## config.mk

```make
export PLATFORM = sky130hd
export DESIGN_NAME = input_board
export DESIGN_NICKNAME = d
export VERILOG_FILES = /design/src/rtl/joy_pkg.sv /design/src/rtl/ctrl_pkg.sv /design/src/rtl/input_capture.sv /design/src/rtl/joy_4way_filter.sv /design/src/rtl/joy_map.sv /design/src/rtl/game_ctrl.sv /design/src/rtl/input_board.sv
export VERILOG_INCLUDE_DIRS = /design/src /design/src/include
export SDC_FILE = /design/constraint.sdc
export NUM_CORES = 1
export LEC_CHECK = 0
export BUFFER_PORTS_ARGS = -buffer_cell sky130_fd_sc_hd__clkbuf_2
export CAP_MARGIN = 10
export CORE_ASPECT_RATIO = 1.75
export CORE_MARGIN = 2
export CORE_UTILIZATION = 35
export DETAILED_ROUTE_END_ITERATION = 12
export PLACE_DENSITY_LB_ADDON = 0.15
export SLEW_MARGIN = 20
export SYNTH_ARGS = -nofsm -noshare
export SYNTH_HDL_FRONTEND = slang
export SYNTH_SLANG_ARGS = --single-unit
```

## constraint.sdc

```tcl
create_clock -name clk_sys -period 4.2 [get_ports clk_sys]
set_input_delay 0.21 -clock clk_sys [delete_from_list [all_inputs] [get_ports clk_sys]]
set_output_delay 0.21 -clock clk_sys [all_outputs]
set_load 0.05 [all_outputs]
```

## src/include/input_params.svh

```systemverilog
/*
 * Player count, joystick widths, button layout and input polarity
 */
`ifndef INPUT_PARAMS_SVH
`define INPUT_PARAMS_SVH

// Player and keyboard counts
`define INPUT_PLAYERS       4
`define INPUT_KEY_PLAYERS   3

// Joystick widths on the board side and the game side
`define INPUT_BOARD_W       16
`define INPUT_GAME_W        10
`define INPUT_BUTTONS       2

// Board joystick bits that follow the buttons
`define INPUT_START_BIT     (6 + (`INPUT_BUTTONS - 2))
`define INPUT_COIN_BIT      (7 + (`INPUT_BUTTONS - 2))
`define INPUT_PAUSE_BIT     (8 + (`INPUT_BUTTONS - 2))

`define INPUT_GFX_LAYERS    4

// Game inputs are inverted when set
`define INPUT_ACTIVE_LOW    1

`endif

```

## src/rtl/joy_pkg.sv

```systemverilog
/*
 * Joystick types: remembered direction, board joystick word,
 * all-player board bus and the game-side input bundle
 */
`default_nettype none

`include "input_params.svh"

package joy_pkg;

    // Direction held by the 4-way filter
    typedef enum logic [2:0] {
        dir_none,
        dir_right,
        dir_left,
        dir_down,
        dir_up
    } joy_dir_e;

    // Direction bits: 0 right, 1 left, 2 down, 3 up
    typedef struct packed {
        logic [`INPUT_BOARD_W-5:0] upper;
        logic [3:0]                dir;
    } board_joy_t;

    // Element 0 is player 1
    typedef board_joy_t [`INPUT_PLAYERS-1:0] board_joy_arr_t;

    typedef struct packed {
        logic [`INPUT_PLAYERS-1:0][`INPUT_GAME_W-1:0] joy;
        logic [`INPUT_PLAYERS-1:0]                    coin;
        logic [`INPUT_PLAYERS-1:0]                    start;
    } game_in_t;

endpackage

`default_nettype wire

```

## src/rtl/ctrl_pkg.sv

```systemverilog
/*
 * Keyboard and control types: decoded key bus, pause state,
 * control levels and game control outputs
 */
`default_nettype none

`include "input_params.svh"

package ctrl_pkg;

    typedef struct packed {
        logic [`INPUT_KEY_PLAYERS-1:0][`INPUT_GAME_W-1:0] key_joy;
        logic [`INPUT_PLAYERS-1:0]                        key_coin;
        logic [`INPUT_PLAYERS-1:0]                        key_start;
        logic [`INPUT_GFX_LAYERS-1:0]                     key_gfx;
        logic                                             key_pause;
        logic                                             key_reset;
        logic                                             key_service;
    } key_bus_t;

    typedef enum logic {
        run,
        paused
    } pause_e;

    typedef struct packed {
        logic four_way;
        logic rot;
        logic flip;
        logic downloading;
        logic osd_pause;
    } ctrl_lvl_t;

    typedef struct packed {
        logic                         game_pause;
        logic                         soft_rst;
        logic                         game_service;
        logic [`INPUT_GFX_LAYERS-1:0] gfx_en;
    } game_ctrl_t;

endpackage

`default_nettype wire

```

## src/rtl/input_capture.sv

```systemverilog
/*
 * Input register stage for board joysticks, keys and control levels
 */
`default_nettype none

module input_capture (
    input  wire                          clk_sys,
    input  wire                          rst,
    input  wire joy_pkg::board_joy_arr_t board_joy_in,
    input  wire ctrl_pkg::key_bus_t      keys_in,
    input  wire ctrl_pkg::ctrl_lvl_t     ctrl_in,
    output joy_pkg::board_joy_arr_t      board_joy_q,
    output ctrl_pkg::key_bus_t           keys_q,
    output ctrl_pkg::ctrl_lvl_t          ctrl_q
);
    import joy_pkg::*;
    import ctrl_pkg::*;

    // Board and keyboard levels arrive from other clock domains.
    // Everything downstream samples from this single register
    always_ff @(posedge clk_sys) begin
        if (rst) begin
            board_joy_q <= '0;
            keys_q      <= '0;
            ctrl_q      <= '0;
        end else begin
            board_joy_q <= board_joy_in;
            keys_q      <= keys_in;
            ctrl_q      <= ctrl_in;
        end
    end

endmodule

`default_nettype wire

```

## src/rtl/joy_4way_filter.sv

```systemverilog
/*
 * Per-player 4-way direction filter; upper joystick bits,
 * keys and control levels are delayed alongside
 */
`default_nettype none

`include "input_params.svh"

module joy_4way_filter (
    input  wire                          clk_sys,
    input  wire                          rst,
    input  wire joy_pkg::board_joy_arr_t board_joy_in,
    input  wire ctrl_pkg::key_bus_t      keys_in,
    input  wire ctrl_pkg::ctrl_lvl_t     ctrl_in,
    output joy_pkg::board_joy_arr_t      board_joy_q,
    output ctrl_pkg::key_bus_t           keys_q,
    output ctrl_pkg::ctrl_lvl_t          ctrl_q
);
    import joy_pkg::*;
    import ctrl_pkg::*;

    joy_dir_e   dir_q   [`INPUT_PLAYERS];
    joy_dir_e   dir_d   [`INPUT_PLAYERS];
    logic [3:0] dir_out [`INPUT_PLAYERS];

    // Single pressed direction, none for idle or diagonals
    function automatic joy_dir_e bits_to_dir(input logic [3:0] bits);
        case (bits)
            4'b0001: return dir_right;
            4'b0010: return dir_left;
            4'b0100: return dir_down;
            4'b1000: return dir_up;
            default: return dir_none;
        endcase
    endfunction

    function automatic logic [3:0] dir_to_bits(input joy_dir_e dir);
        case (dir)
            dir_right: return 4'b0001;
            dir_left:  return 4'b0010;
            dir_down:  return 4'b0100;
            dir_up:    return 4'b1000;
            default:   return 4'b0000;
        endcase
    endfunction

    always_comb begin
        for (int p = 0; p < `INPUT_PLAYERS; p++) begin
            logic [3:0] bits;
            logic       multi;
            bits  = board_joy_in[p].dir;
            multi = (bits & (bits - 4'd1)) != 4'd0;
            if (ctrl_in.four_way && multi) begin
                // Diagonal: stay on the last single direction
                dir_out[p] = dir_to_bits(dir_q[p]);
                dir_d[p]   = dir_q[p];
            end else begin
                dir_out[p] = bits;
                dir_d[p]   = bits_to_dir(bits);
            end
        end
    end

    always_ff @(posedge clk_sys) begin
        if (rst) begin
            for (int p = 0; p < `INPUT_PLAYERS; p++) begin
                dir_q[p] <= dir_none;
            end
            board_joy_q <= '0;
            keys_q      <= '0;
            ctrl_q      <= '0;
        end else begin
            for (int p = 0; p < `INPUT_PLAYERS; p++) begin
                dir_q[p]             <= dir_d[p];
                board_joy_q[p].upper <= board_joy_in[p].upper;
                board_joy_q[p].dir   <= dir_out[p];
            end
            keys_q <= keys_in;
            ctrl_q <= ctrl_in;
        end
    end

endmodule

`default_nettype wire

```

## src/rtl/joy_map.sv

```systemverilog
/*
 * Game joystick builder: key merge, screen rotation, coin and
 * start collection, polarity inversion
 */
`default_nettype none

`include "input_params.svh"

module joy_map (
    input  wire                          clk_sys,
    input  wire                          rst,
    input  wire joy_pkg::board_joy_arr_t board_joy_in,
    input  wire ctrl_pkg::key_bus_t      keys_in,
    input  wire ctrl_pkg::ctrl_lvl_t     ctrl_in,
    output joy_pkg::game_in_t            game_in
);
    import joy_pkg::*;
    import ctrl_pkg::*;

    localparam int game_in_w = $bits(game_in_t);
    localparam logic [game_in_w-1:0] inv_mask = {game_in_w{1'(`INPUT_ACTIVE_LOW)}};

    logic [`INPUT_PLAYERS-1:0][`INPUT_GAME_W-1:0] key_joy_ext;
    game_in_t                                     merged;

    // Only the direction nibble moves with the screen
    function automatic logic [`INPUT_GAME_W-1:0] rotate_dirs(
        input logic [`INPUT_GAME_W-1:0] joy,
        input logic                     rot,
        input logic                     flip
    );
        logic [3:0] d;
        d = joy[3:0];
        if (rot) begin
            if (flip) begin
                d = {joy[1], joy[0], joy[2], joy[3]};
            end else begin
                d = {joy[0], joy[1], joy[3], joy[2]};
            end
        end
        return {joy[`INPUT_GAME_W-1:4], d};
    endfunction

    // Players without keyboard directions see zero keys
    always_comb begin
        key_joy_ext = '0;
        for (int k = 0; k < `INPUT_KEY_PLAYERS; k++) begin
            key_joy_ext[k] = keys_in.key_joy[k];
        end
    end

    always_comb begin
        for (int p = 0; p < `INPUT_PLAYERS; p++) begin
            logic [`INPUT_BOARD_W-1:0] raw;
            raw = board_joy_in[p];
            merged.joy[p] = rotate_dirs(raw[`INPUT_GAME_W-1:0] | key_joy_ext[p],
                                        ctrl_in.rot, ctrl_in.flip);
            merged.coin[p]  = raw[`INPUT_COIN_BIT] | keys_in.key_coin[p];
            merged.start[p] = raw[`INPUT_START_BIT] | keys_in.key_start[p];
        end
    end

    // Reset loads the inverted idle value
    always_ff @(posedge clk_sys) begin
        if (rst) begin
            game_in <= game_in_t'(inv_mask);
        end else begin
            game_in <= game_in_t'(merged ^ inv_mask);
        end
    end

endmodule

`default_nettype wire

```

## src/rtl/game_ctrl.sv

```systemverilog
/*
 * Pause state, soft-reset pulse, graphics layer toggles and service
 */
`default_nettype none

`include "input_params.svh"

module game_ctrl (
    input  wire                          clk_sys,
    input  wire                          rst,
    input  wire joy_pkg::board_joy_arr_t board_joy_in,
    input  wire ctrl_pkg::key_bus_t      keys_in,
    input  wire ctrl_pkg::ctrl_lvl_t     ctrl_in,
    output ctrl_pkg::game_ctrl_t         game_ctl
);
    import joy_pkg::*;
    import ctrl_pkg::*;

    pause_e                       pause_st;
    pause_e                       pause_nx;
    logic                         soft_rst_q;
    logic                         service_q;
    logic [`INPUT_GFX_LAYERS-1:0] gfx_en_q;

    // Previous levels for edge detection
    logic                         prev_key_pause;
    logic                         prev_joy_pause;
    logic                         prev_osd_pause;
    logic                         prev_key_reset;
    logic [`INPUT_GFX_LAYERS-1:0] prev_key_gfx;

    logic [`INPUT_BOARD_W-1:0]    joy1_raw;
    logic [`INPUT_BOARD_W-1:0]    joy2_raw;
    logic                         joy_pause;
    logic                         pause_rise;

    assign joy1_raw = board_joy_in[0];
    assign joy2_raw = board_joy_in[1];

    // Either of the first two players can pause
    assign joy_pause  = joy1_raw[`INPUT_PAUSE_BIT] | joy2_raw[`INPUT_PAUSE_BIT];
    assign pause_rise = (keys_in.key_pause && !prev_key_pause)
                      || (joy_pause && !prev_joy_pause);

    always_comb begin
        pause_nx = pause_st;
        if (ctrl_in.downloading) begin
            pause_nx = run;
        end else if (ctrl_in.osd_pause != prev_osd_pause) begin
            // OSD menu overrides the toggle
            pause_nx = ctrl_in.osd_pause ? paused : run;
        end else if (pause_rise) begin
            pause_nx = (pause_st == run) ? paused : run;
        end
    end

    always_ff @(posedge clk_sys) begin
        if (rst) begin
            pause_st       <= run;
            soft_rst_q     <= 1'b0;
            service_q      <= 1'(`INPUT_ACTIVE_LOW);
            gfx_en_q       <= '1;
            prev_key_pause <= 1'b0;
            prev_joy_pause <= 1'b0;
            prev_osd_pause <= 1'b0;
            prev_key_reset <= 1'b0;
            prev_key_gfx   <= '0;
        end else begin
            pause_st       <= pause_nx;
            soft_rst_q     <= keys_in.key_reset && !prev_key_reset;
            service_q      <= keys_in.key_service ^ 1'(`INPUT_ACTIVE_LOW);
            gfx_en_q       <= gfx_en_q ^ (keys_in.key_gfx & ~prev_key_gfx);
            prev_key_pause <= keys_in.key_pause;
            prev_joy_pause <= joy_pause;
            prev_osd_pause <= ctrl_in.osd_pause;
            prev_key_reset <= keys_in.key_reset;
            prev_key_gfx   <= keys_in.key_gfx;
        end
    end

    assign game_ctl = '{
        game_pause:   (pause_st == paused),
        soft_rst:     soft_rst_q,
        game_service: service_q,
        gfx_en:       gfx_en_q
    };

endmodule

`default_nettype wire

```

## src/rtl/input_board.sv

```systemverilog
/*
 * Player input path: capture, 4-way filter, then joystick
 * mapping and game control side by side
 */
`default_nettype none

module input_board (
    input  wire                          clk_sys,
    input  wire                          rst,
    input  wire joy_pkg::board_joy_arr_t board_joy,
    input  wire ctrl_pkg::key_bus_t      keys,
    input  wire ctrl_pkg::ctrl_lvl_t     ctrl,
    output wire joy_pkg::game_in_t       game_in,
    output wire ctrl_pkg::game_ctrl_t    game_ctl
);
    import joy_pkg::*;
    import ctrl_pkg::*;

    // Capture stage outputs
    wire board_joy_arr_t cap_joy;
    wire key_bus_t       cap_keys;
    wire ctrl_lvl_t      cap_ctrl;

    // Filter stage outputs
    wire board_joy_arr_t flt_joy;
    wire key_bus_t       flt_keys;
    wire ctrl_lvl_t      flt_ctrl;

    input_capture u_capture (
        .clk_sys      (clk_sys),
        .rst          (rst),
        .board_joy_in (board_joy),
        .keys_in      (keys),
        .ctrl_in      (ctrl),
        .board_joy_q  (cap_joy),
        .keys_q       (cap_keys),
        .ctrl_q       (cap_ctrl)
    );

    joy_4way_filter u_filter (
        .clk_sys      (clk_sys),
        .rst          (rst),
        .board_joy_in (cap_joy),
        .keys_in      (cap_keys),
        .ctrl_in      (cap_ctrl),
        .board_joy_q  (flt_joy),
        .keys_q       (flt_keys),
        .ctrl_q       (flt_ctrl)
    );

    // Last stage splits into two parallel blocks
    joy_map u_map (
        .clk_sys      (clk_sys),
        .rst          (rst),
        .board_joy_in (flt_joy),
        .keys_in      (flt_keys),
        .ctrl_in      (flt_ctrl),
        .game_in      (game_in)
    );

    game_ctrl u_ctrl (
        .clk_sys      (clk_sys),
        .rst          (rst),
        .board_joy_in (flt_joy),
        .keys_in      (flt_keys),
        .ctrl_in      (flt_ctrl),
        .game_ctl     (game_ctl)
    );

endmodule

`default_nettype wire

```

==> impl_summary.log, run 1 <==
INFO  metric outcome = finished, final reports clean
INFO  metric critical_path.n_buffers_inverters = 0
INFO  metric timing.critical_path.cells = o31a_1 > o21ai_2 > or4b_1 > a21oi_1
INFO  metric layout-drive-gt1-share = 21.3%
INFO  metric cts.clk_slew.worst_paths = approximately 70 ps
INFO  metric clockBufferDepth = 3
INFO  metric placed_cells_incl_taps = between 1k and 1.5k
INFO  metric fillers = 2,123
INFO  metric areaGrowthSynthToFinish = 32.3%
INFO  metric worstSetupEndpointType = register
INFO  metric grt_pass1_wl = approximately 25,000 um
INFO  metric worst-endpoint-required = 4630 ps
INFO  metric path_max_fanout = 20
INFO  metric fin_setup_tns = 0 ps
INFO  metric number_of_global_route_vias_before_repair = about 5.5k
INFO  metric min_delay_worst_endpoint = u_filter.keys_q[9]$_SDFF_PP0_
INFO  metric min_path_type = primary input to register
INFO  metric synth_top_cells_by_area = dfxtp_1, nor2b_1, o21bai_1, clkbuf_1, a311o_1
INFO  metric gp_routability_congestion = ~0.72
INFO  metric chipWidth = ~120 um
INFO  metric max_cap_viol_count = 0
INFO  metric timing.final.hold_violations = 0
INFO  metric dieArea = around 24,000 um^2
INFO  metric worst_ep_arrival_time = between 2000 and 2500 ps
INFO  metric num_antenna_cells = 0
INFO  metric final-max-slew-violation-count = 0
INFO  metric clock_insertion_delay_worst_skew = around 510 ps
INFO  metric global_route.usage.total = 12.3%
INFO  metric synth_async_sr_flop_share = 0%
INFO  metric criticalPathCategory = register to register
INFO  metric critical-path-slowest-cell = dfxtp_1
INFO  metric postSynth.topFlopCell = dfxtp_1
INFO  metric crit-reg2reg-capture = u_filter.board_joy_q[49]$_SDFF_PP0_
INFO  metric synth_top_cell_area_share = around 64%
INFO  metric critical_path_depth = 4
INFO  metric worst_ir_drop_vdd = between 0.0003 and 0.0004 V
INFO  metric gr-usage-met2 = 23.0%
INFO  metric global_route.usage.met1 = 12.8%
INFO  metric gr-usage-met3 = ~2.2%
INFO  metric cts-buffers-inserted = 23
INFO  metric grt.busiest_layer = met2
INFO  metric rr_worst_depth = 4
INFO  metric setup.reg_to_reg.worst_slack = 2210 ps
INFO  metric detailedRoute.firstIterationViolations = approximately 230
INFO  metric routed_wl = 15,100 um
INFO  metric critPathLaunchType = register
INFO  metric min_from = rst
INFO  metric hold_path_depth = 2
INFO  metric netlist.top_cell.by_area = dfxtp_1
INFO  metric final.min_clock_period = around 2000 ps
INFO  metric power.static_leakage = 4.29 nW
INFO  metric post-synth-top-count-cell = dfxtp_1
INFO  metric cts-root-buf = clkbuf_16
INFO  metric final_antenna_net_count = 0
INFO  metric clock-skew-final = roughly 7 ps
INFO  metric first_pass_iters = 4
INFO  metric post_synth_instance_area = between 7000 and 8000 um^2
INFO  metric numClockSinks = 254
INFO  metric gr-total-overflow = 0
INFO  metric relative_max_transition_margin = 42.8%
INFO  metric synth.yosys.warnings = 0
INFO  metric wl_per_cell = 12.3 um
INFO  metric cts_tree = done
INFO  metric synthTopCellsByCount = dfxtp_1, nor2b_1, o21bai_1
INFO  metric mappedNetlistNets = 824
INFO  metric floorplan.die.height = roughly 200 um
INFO  metric worst_path_dominant_cell_family = flip-flops
INFO  metric start_util = between 30% and 40%
INFO  metric io_buffer_count = between 100 and 150
INFO  metric rsz0062_at_grt = false
INFO  metric final-instance-count-excl-fill = about 1.2k
INFO  metric number_of_antenna_violations_at_the_first_check_in_global_routing = 0
INFO  metric period_share = around 47%
INFO  metric regToRegStartpoint = u_capture.ctrl_q[4]$_SDFF_PP0_
INFO  metric avgSynthCellArea = ~11 um^2
INFO  metric power.density_cell_area = roughly 500 nW/um^2
INFO  metric synth_cell_type_count = 43
INFO  metric drcViolationCount = 0
INFO  metric cts.htree.levels = 1
INFO  metric timing.fmax = 502 MHz
INFO  metric number_of_vias_per_cell_after_detailed_routing = between 4 and 5
INFO  metric nNetsFinal = slightly above 1k
INFO  metric synth_enable_flop_cells = 0
INFO  metric io_pins = approximately 170
INFO  metric hpwlAfterDp = 9610 um
INFO  metric routed-via-count = 5,460
INFO  metric synth.ff_latch_count = ~250
INFO  metric number_of_cells_produced_by_synthesis = around 710
INFO  metric cts_setup_buffers = 0
INFO  metric setup_violations = 0
INFO  metric yosysSeqAreaShare = 63.8%
INFO  metric rows = 73
INFO  metric grt_max_degree = approximately 130
INFO  metric core_area = ~23,000 um^2
INFO  metric worst_path_max_stage_delay = about 840 ps
INFO  metric worst-slew-pin-transition = about 860 ps
[routing by layer]
layer,up-vias,share of wire (%),wire length [um]
met5,-,0,0
li1,2779,-,-
met2,125,54,8110
met1,2519,38,5750
met4,0,3.5,532
met3,37,4.6,695
[stage by stage]
step	setup slack, ps	area [um^2]	hold WS, ps	power [mW]	util [%]
6_report	2210	10500	210	5.14	46.8
5_1_grt	2080	10500	277	5.35	46.8
4_1_cts	2190	10500	235	5.23	46.7
3_5_place_dp	2200	8870	361	2.99	39.3
3_3_place_gp	2280	8870	359	2.98	39.3
2_1_floorplan	2770	7970	338	2.89	-
[worst max path at each step]
stage,from,slack [ps],end
final,u_capture.ctrl_q[4]$_SDFF_PP0_,2210,u_filter.board_joy_q[49]$_SDFF_PP0_
after global routing,u_capture.ctrl_q[4]$_SDFF_PP0_,2080,u_filter.board_joy_q[49]$_SDFF_PP0_
after CTS,u_capture.ctrl_q[4]$_SDFF_PP0_,2190,u_filter.board_joy_q[49]$_SDFF_PP0_
after detailed placement,u_capture.ctrl_q[4]$_SDFF_PP0_,2200,u_filter.board_joy_q[49]$_SDFF_PP0_
after global placement,u_capture.ctrl_q[4]$_SDFF_PP0_,2280,u_filter.board_joy_q[49]$_SDFF_PP0_
after floorplan,u_capture.board_joy_q[18]$_SDFF_PP0_,2770,u_filter.board_joy_q[17]$_SDFF_PP0_
[worst reg2reg max path, cell delays in order, from the launching register on]
cell	delay [ps]
dfxtp_1	840
o31a_1	300
o21ai_2	120
or4b_1	520
a21oi_1	150
[power by group]
part           internal [mW]  total, mW  switching (mW)  leakage (nW)
Combinational          0.195      0.410           0.215          1.83
Clock                   1.25       2.14           0.894         0.366
Sequential              2.52       2.59          0.0654          2.10
Total                   3.97       5.14            1.17          4.29
[repair_timing]
item | in CTS | in global routing
endpoints found under the hold margin | 90 | 0
hold buffers | 90 | 0
setup endpoints to repair | 0 | 0
gates resized for setup | 0 | 0
[cells in the final DEF, fill, tap and decap left out, types with 2 or more instances in the layout]
cell type,instances
mux2i_1,6
nand2b_1,11
a21oi_1,21
nor3_1,17
o31a_1,4
clkbuf_2,145
a211oi_1,14
nor2_1,19
or4b_2,3
clkinvlp_4,5
or4b_1,10
xnor2_1,4
a311o_1,12
o211ai_1,2
a211o_1,4
o21ai_0,15
o31ai_1,2
clkinv_4,2
dlygate4sd3_1,90
bufinv_16,3
nor4_1,2
nand3b_1,2
maj3_2,2
and3b_1,2
nor2b_1,177
or3_1,2
nand2_1,15
dfxtp_1,253
clkbuf_8,3
o21ai_2,3
clkbuf_16,23
o21bai_1,38
[area by class of cell]
| cell class | count | area [um^2] | share of cell area [%] |
|---|---|---|---|
| tap | 300 | 375 | 3.56 |
| clock buffer | 27 | 621 | 5.88 |
| inverter | 1 | 3.75 | 0.0356 |
| sequential | 254 | 5090 | 48.2 |
| timing repair buffer | 237 | 1660 | 15.7 |
| multi-input combinational | 400 | 2650 | 25.1 |
| clock inverter | 12 | 159 | 1.51 |
[flip-flops by register name (all words and copies together), names as in the netlist]
name,count
u_capture.board_joy_q,40
u_capture.ctrl_q,5
u_capture.keys_q,45
u_ctrl.gfx_en_q,4
u_ctrl.pause_st,1
u_ctrl.prev_joy_pause,1
u_ctrl.prev_key_gfx,4
u_ctrl.prev_key_pause,1
u_ctrl.prev_key_reset,1
u_ctrl.prev_osd_pause,1
u_ctrl.service_q,1
u_ctrl.soft_rst_q,1
u_filter.board_joy_q,40
u_filter.ctrl_q,4
u_filter.dir_q,12
u_filter.keys_q,45
u_map.game_in,48
[cells by family (layout without fill, tap and decap cells)]
kind of cell | count (synthesis) | count (layout) | share of synthesized area (%)
adders and majority gates | 4 | 4 | 0.581
buffers and inverters | 54 | 277 | 3.06
xor gates and xnor gates | 4 | 4 | 0.439
DFF | 254 | 254 | 63.8
and+or+nand+nor | 262 | 262 | 19.9
AOI/OAI and AO/OA | 124 | 124 | 11.5
muxes | 6 | 6 | 0.753
(Power assumes the default switching activity.)
==> run 2: changes to the inputs <==
Clock period 4.2 ns to 2 ns, I/O delays scaled along.
==> run 2 against run 1 <==
  * Routed wire length down 0.18%
  * Final cell count up 0.65%
  * First-iteration DRC count down 25%
  * Worst hold slack worse by 190 ps
  * Combinational power up 110%
  * Total power up 110%
  * Global-route usage up 0.11 points
  * Worst setup slack worse by 2000 ps
  * Critical path type unchanged
  * Flip-flop and latch count unchanged
  * Via count down 0.49%
  * Sequential power up 110%
==> impl_summary.log, run 2 (synthesized netlist as in run 1, its figures left out) <==
INFO  metric outcome = finished, final reports clean
INFO  metric layout_commonest_cell = dfxtp_1
INFO  metric core_area = about 23,000 um^2
INFO  metric areaGrowthSynthToFinish = 32.9%
INFO  metric path_max_fanout = 12
INFO  metric max_flop_register = u_map.game_in
INFO  metric power.switching_fraction = 22.5%
INFO  metric fin_worst_hold_slack = ~17 ps
INFO  metric min_path_type = primary input to register
INFO  metric critPathLaunchType = register
INFO  metric number_of_global_route_vias_before_repair = 5,492
INFO  metric timing.final.hold_violations = 0
INFO  metric dpl_worst_slack = ~280 ps
INFO  metric commonest_cells_after_routing_fill_and_taps_aside = dfxtp_1, nor2b_1, clkbuf_2
INFO  metric internal_power = between 8 and 9 mW
INFO  metric layout-drive-gt1-share = a little over a fifth
INFO  metric setup_violations = 0
INFO  metric criticalPathCategory = register to register
INFO  metric rr_worst_depth = 4
INFO  metric final_util = 47.0%
INFO  metric sequential_cell_area = between 5000 and 6000 um^2
INFO  metric cts_tree = done
INFO  metric global_route.usage.total = around 12%
INFO  metric dieArea = 24,100 um^2
INFO  metric worst_ir_drop_vdd = 0.000742 V
INFO  metric critical_path_depth = 4
INFO  metric final_critical_path_setup_slack = 232 ps
INFO  metric cts.htree.levels = 1
INFO  metric p_switching = 2.41 mW
INFO  metric total_non_filler_cell_area_in_the_finished_layout = between 10,000 and 15,000 um^2
INFO  metric io_pins = between 150 and 200
INFO  metric largest_register_ffs = 48
INFO  metric critical_path.n_buffers_inverters = 0
INFO  metric final-instance-count-excl-fill = about 1.2k
INFO  metric fillers = ~2.1k
INFO  metric worst_path_max_stage_delay = ~660 ps
INFO  metric max_cap_viol_count = 0
INFO  metric cts_setup_buffers = 0
INFO  metric wl_per_cell = around 12 um
INFO  metric final-max-slew-violation-count = 0
INFO  metric worst_ep_arrival_time = roughly 2200 ps
INFO  metric rows = 73
INFO  metric fin_setup_tns = 0 ps
INFO  metric power.sequential.fraction = around half
INFO  metric final.min_clock_period = roughly 1800 ps
INFO  metric instance_area_at_placement = around 9000 um^2
INFO  metric clockBufferDepth = 3
INFO  metric worst_path_dominant_cell_family = flip-flops
INFO  metric timing.fmax = around 570 MHz
INFO  metric timing.critical_path.cells = o31a_1 > o21ai_2 > or4b_1 > a21oi_1
INFO  metric placed_cells_incl_taps = around 1.1k
INFO  metric largest_registers = u_map.game_in (48), u_capture.keys_q (45), u_filter.keys_q (45)
INFO  metric worst-endpoint-required = around 2400 ps
INFO  metric power.share.combinational = approximately 8.2%
INFO  metric first_pass_iters = 4
INFO  metric start_util = 35.3%
INFO  metric grt_pass1_wl = 25,400 um
INFO  metric drcViolationCount = 0
INFO  metric nNetsFinal = about 1.0k
INFO  metric hold_path_depth = 2
INFO  metric rsz0062_at_grt = false
INFO  metric worst-slew-pin-transition = ~800 ps
INFO  metric floorplan.die.height = roughly 200 um
INFO  metric power.static_leakage = 4.33 nW
INFO  metric power.total = about 11 mW
INFO  metric io_buffer_count = ~150
INFO  metric routed-via-count = roughly 5.4k
INFO  metric detailedRoute.firstIterationViolations = ~170
INFO  metric number_of_vias_per_cell_after_detailed_routing = roughly 4.4
INFO  metric gp_routability_congestion = 0.755
INFO  metric cts.clk_slew.worst_paths = roughly 60 ps
INFO  metric hpwlAfterDp = 9890 um
INFO  metric numClockSinks = between 200 and 300
INFO  metric clock_insertion_delay_worst_skew = around 500 ps
INFO  metric power_frac_clock = about 40%
INFO  metric final_antenna_net_count = 0
INFO  metric cts_resized = 0
INFO  metric critical-path-slowest-cell = dfxtp_1
INFO  metric routed_wl = around 15,000 um
INFO  metric grt_max_degree = 134
INFO  metric relative_max_transition_margin = 45.5%
INFO  metric cts-buffers-inserted = 24
INFO  metric period_share = roughly nine tenths
INFO  metric chipWidth = 118 um
INFO  metric multiInputGateArea = about 2600 um^2
INFO  metric power.density_cell_area = about 1000 nW/um^2
INFO  metric worstSetupEndpointType = register
INFO  metric number_of_antenna_violations_at_the_first_check_in_global_routing = 0
INFO  metric num_antenna_cells = 0
INFO  metric cts-root-buf = clkbuf_16
INFO  metric gr-total-overflow = 0
INFO  metric clock-skew-final = roughly 15 ps
==> run 2: layer usage <==
layer | part of all wire (%) | routed length, um | track usage, % | up-vias
met2 | 53 | 7990 | 23.5 | 110
met4 | 2.4 | 364 | 4.00 | 0
met5 | 0 | 0 | 0 | -
met3 | 5.5 | 823 | 3.10 | 27
li1 | - | - | - | 2791
met1 | 39 | 5870 | 13.3 | 2505
==> run 2: path summary, 6_finish.rpt <==
path | slack, ps | start | endpoint
hold / removal | 20 | rst | u_filter.keys_q[13]$_SDFF_PP0_
setup / recovery | 230 | u_capture.ctrl_q[4]$_SDFF_PP0_ | u_filter.board_joy_q[49]$_SDFF_PP0_
hold reg to reg | 370 | u_filter.board_joy_q[56]$_SDFF_PP0_ | u_map.game_in[46]$_SDFF_PP1_
setup reg to reg | 230 | u_capture.ctrl_q[4]$_SDFF_PP0_ | u_filter.board_joy_q[49]$_SDFF_PP0_
==> run 2: final cells by class <==
type	instances	area share (%)
Clock inverter	9	0.756
Timing Repair Buffer	241	16.0
Inverter	1	0.0354
Clock buffer	34	6.69
Tap cell	300	3.54
Sequential cell	254	48.0
Multi-Input combinational cell	400	25.0
==> run 2: what timing repair did <==
| action | CTS | global route |
|---|---|---|
| hold buffers | 90 | 0 |
| endpoints found under the setup margin | 0 | 0 |
| hold endpoints to repair | 90 | 0 |
==> run 2: power groups by stage <==
stage	clock network [mW]	logic [mW]	registers, mW
2_1_floorplan	0	0.401	5.67
3_3_place_gp	0	0.727	5.53
3_5_place_dp	0	0.744	5.55
4_1_cts	4.63	0.892	5.43
5_1_grt	4.81	0.958	5.46
6_report	4.42	0.878	5.43
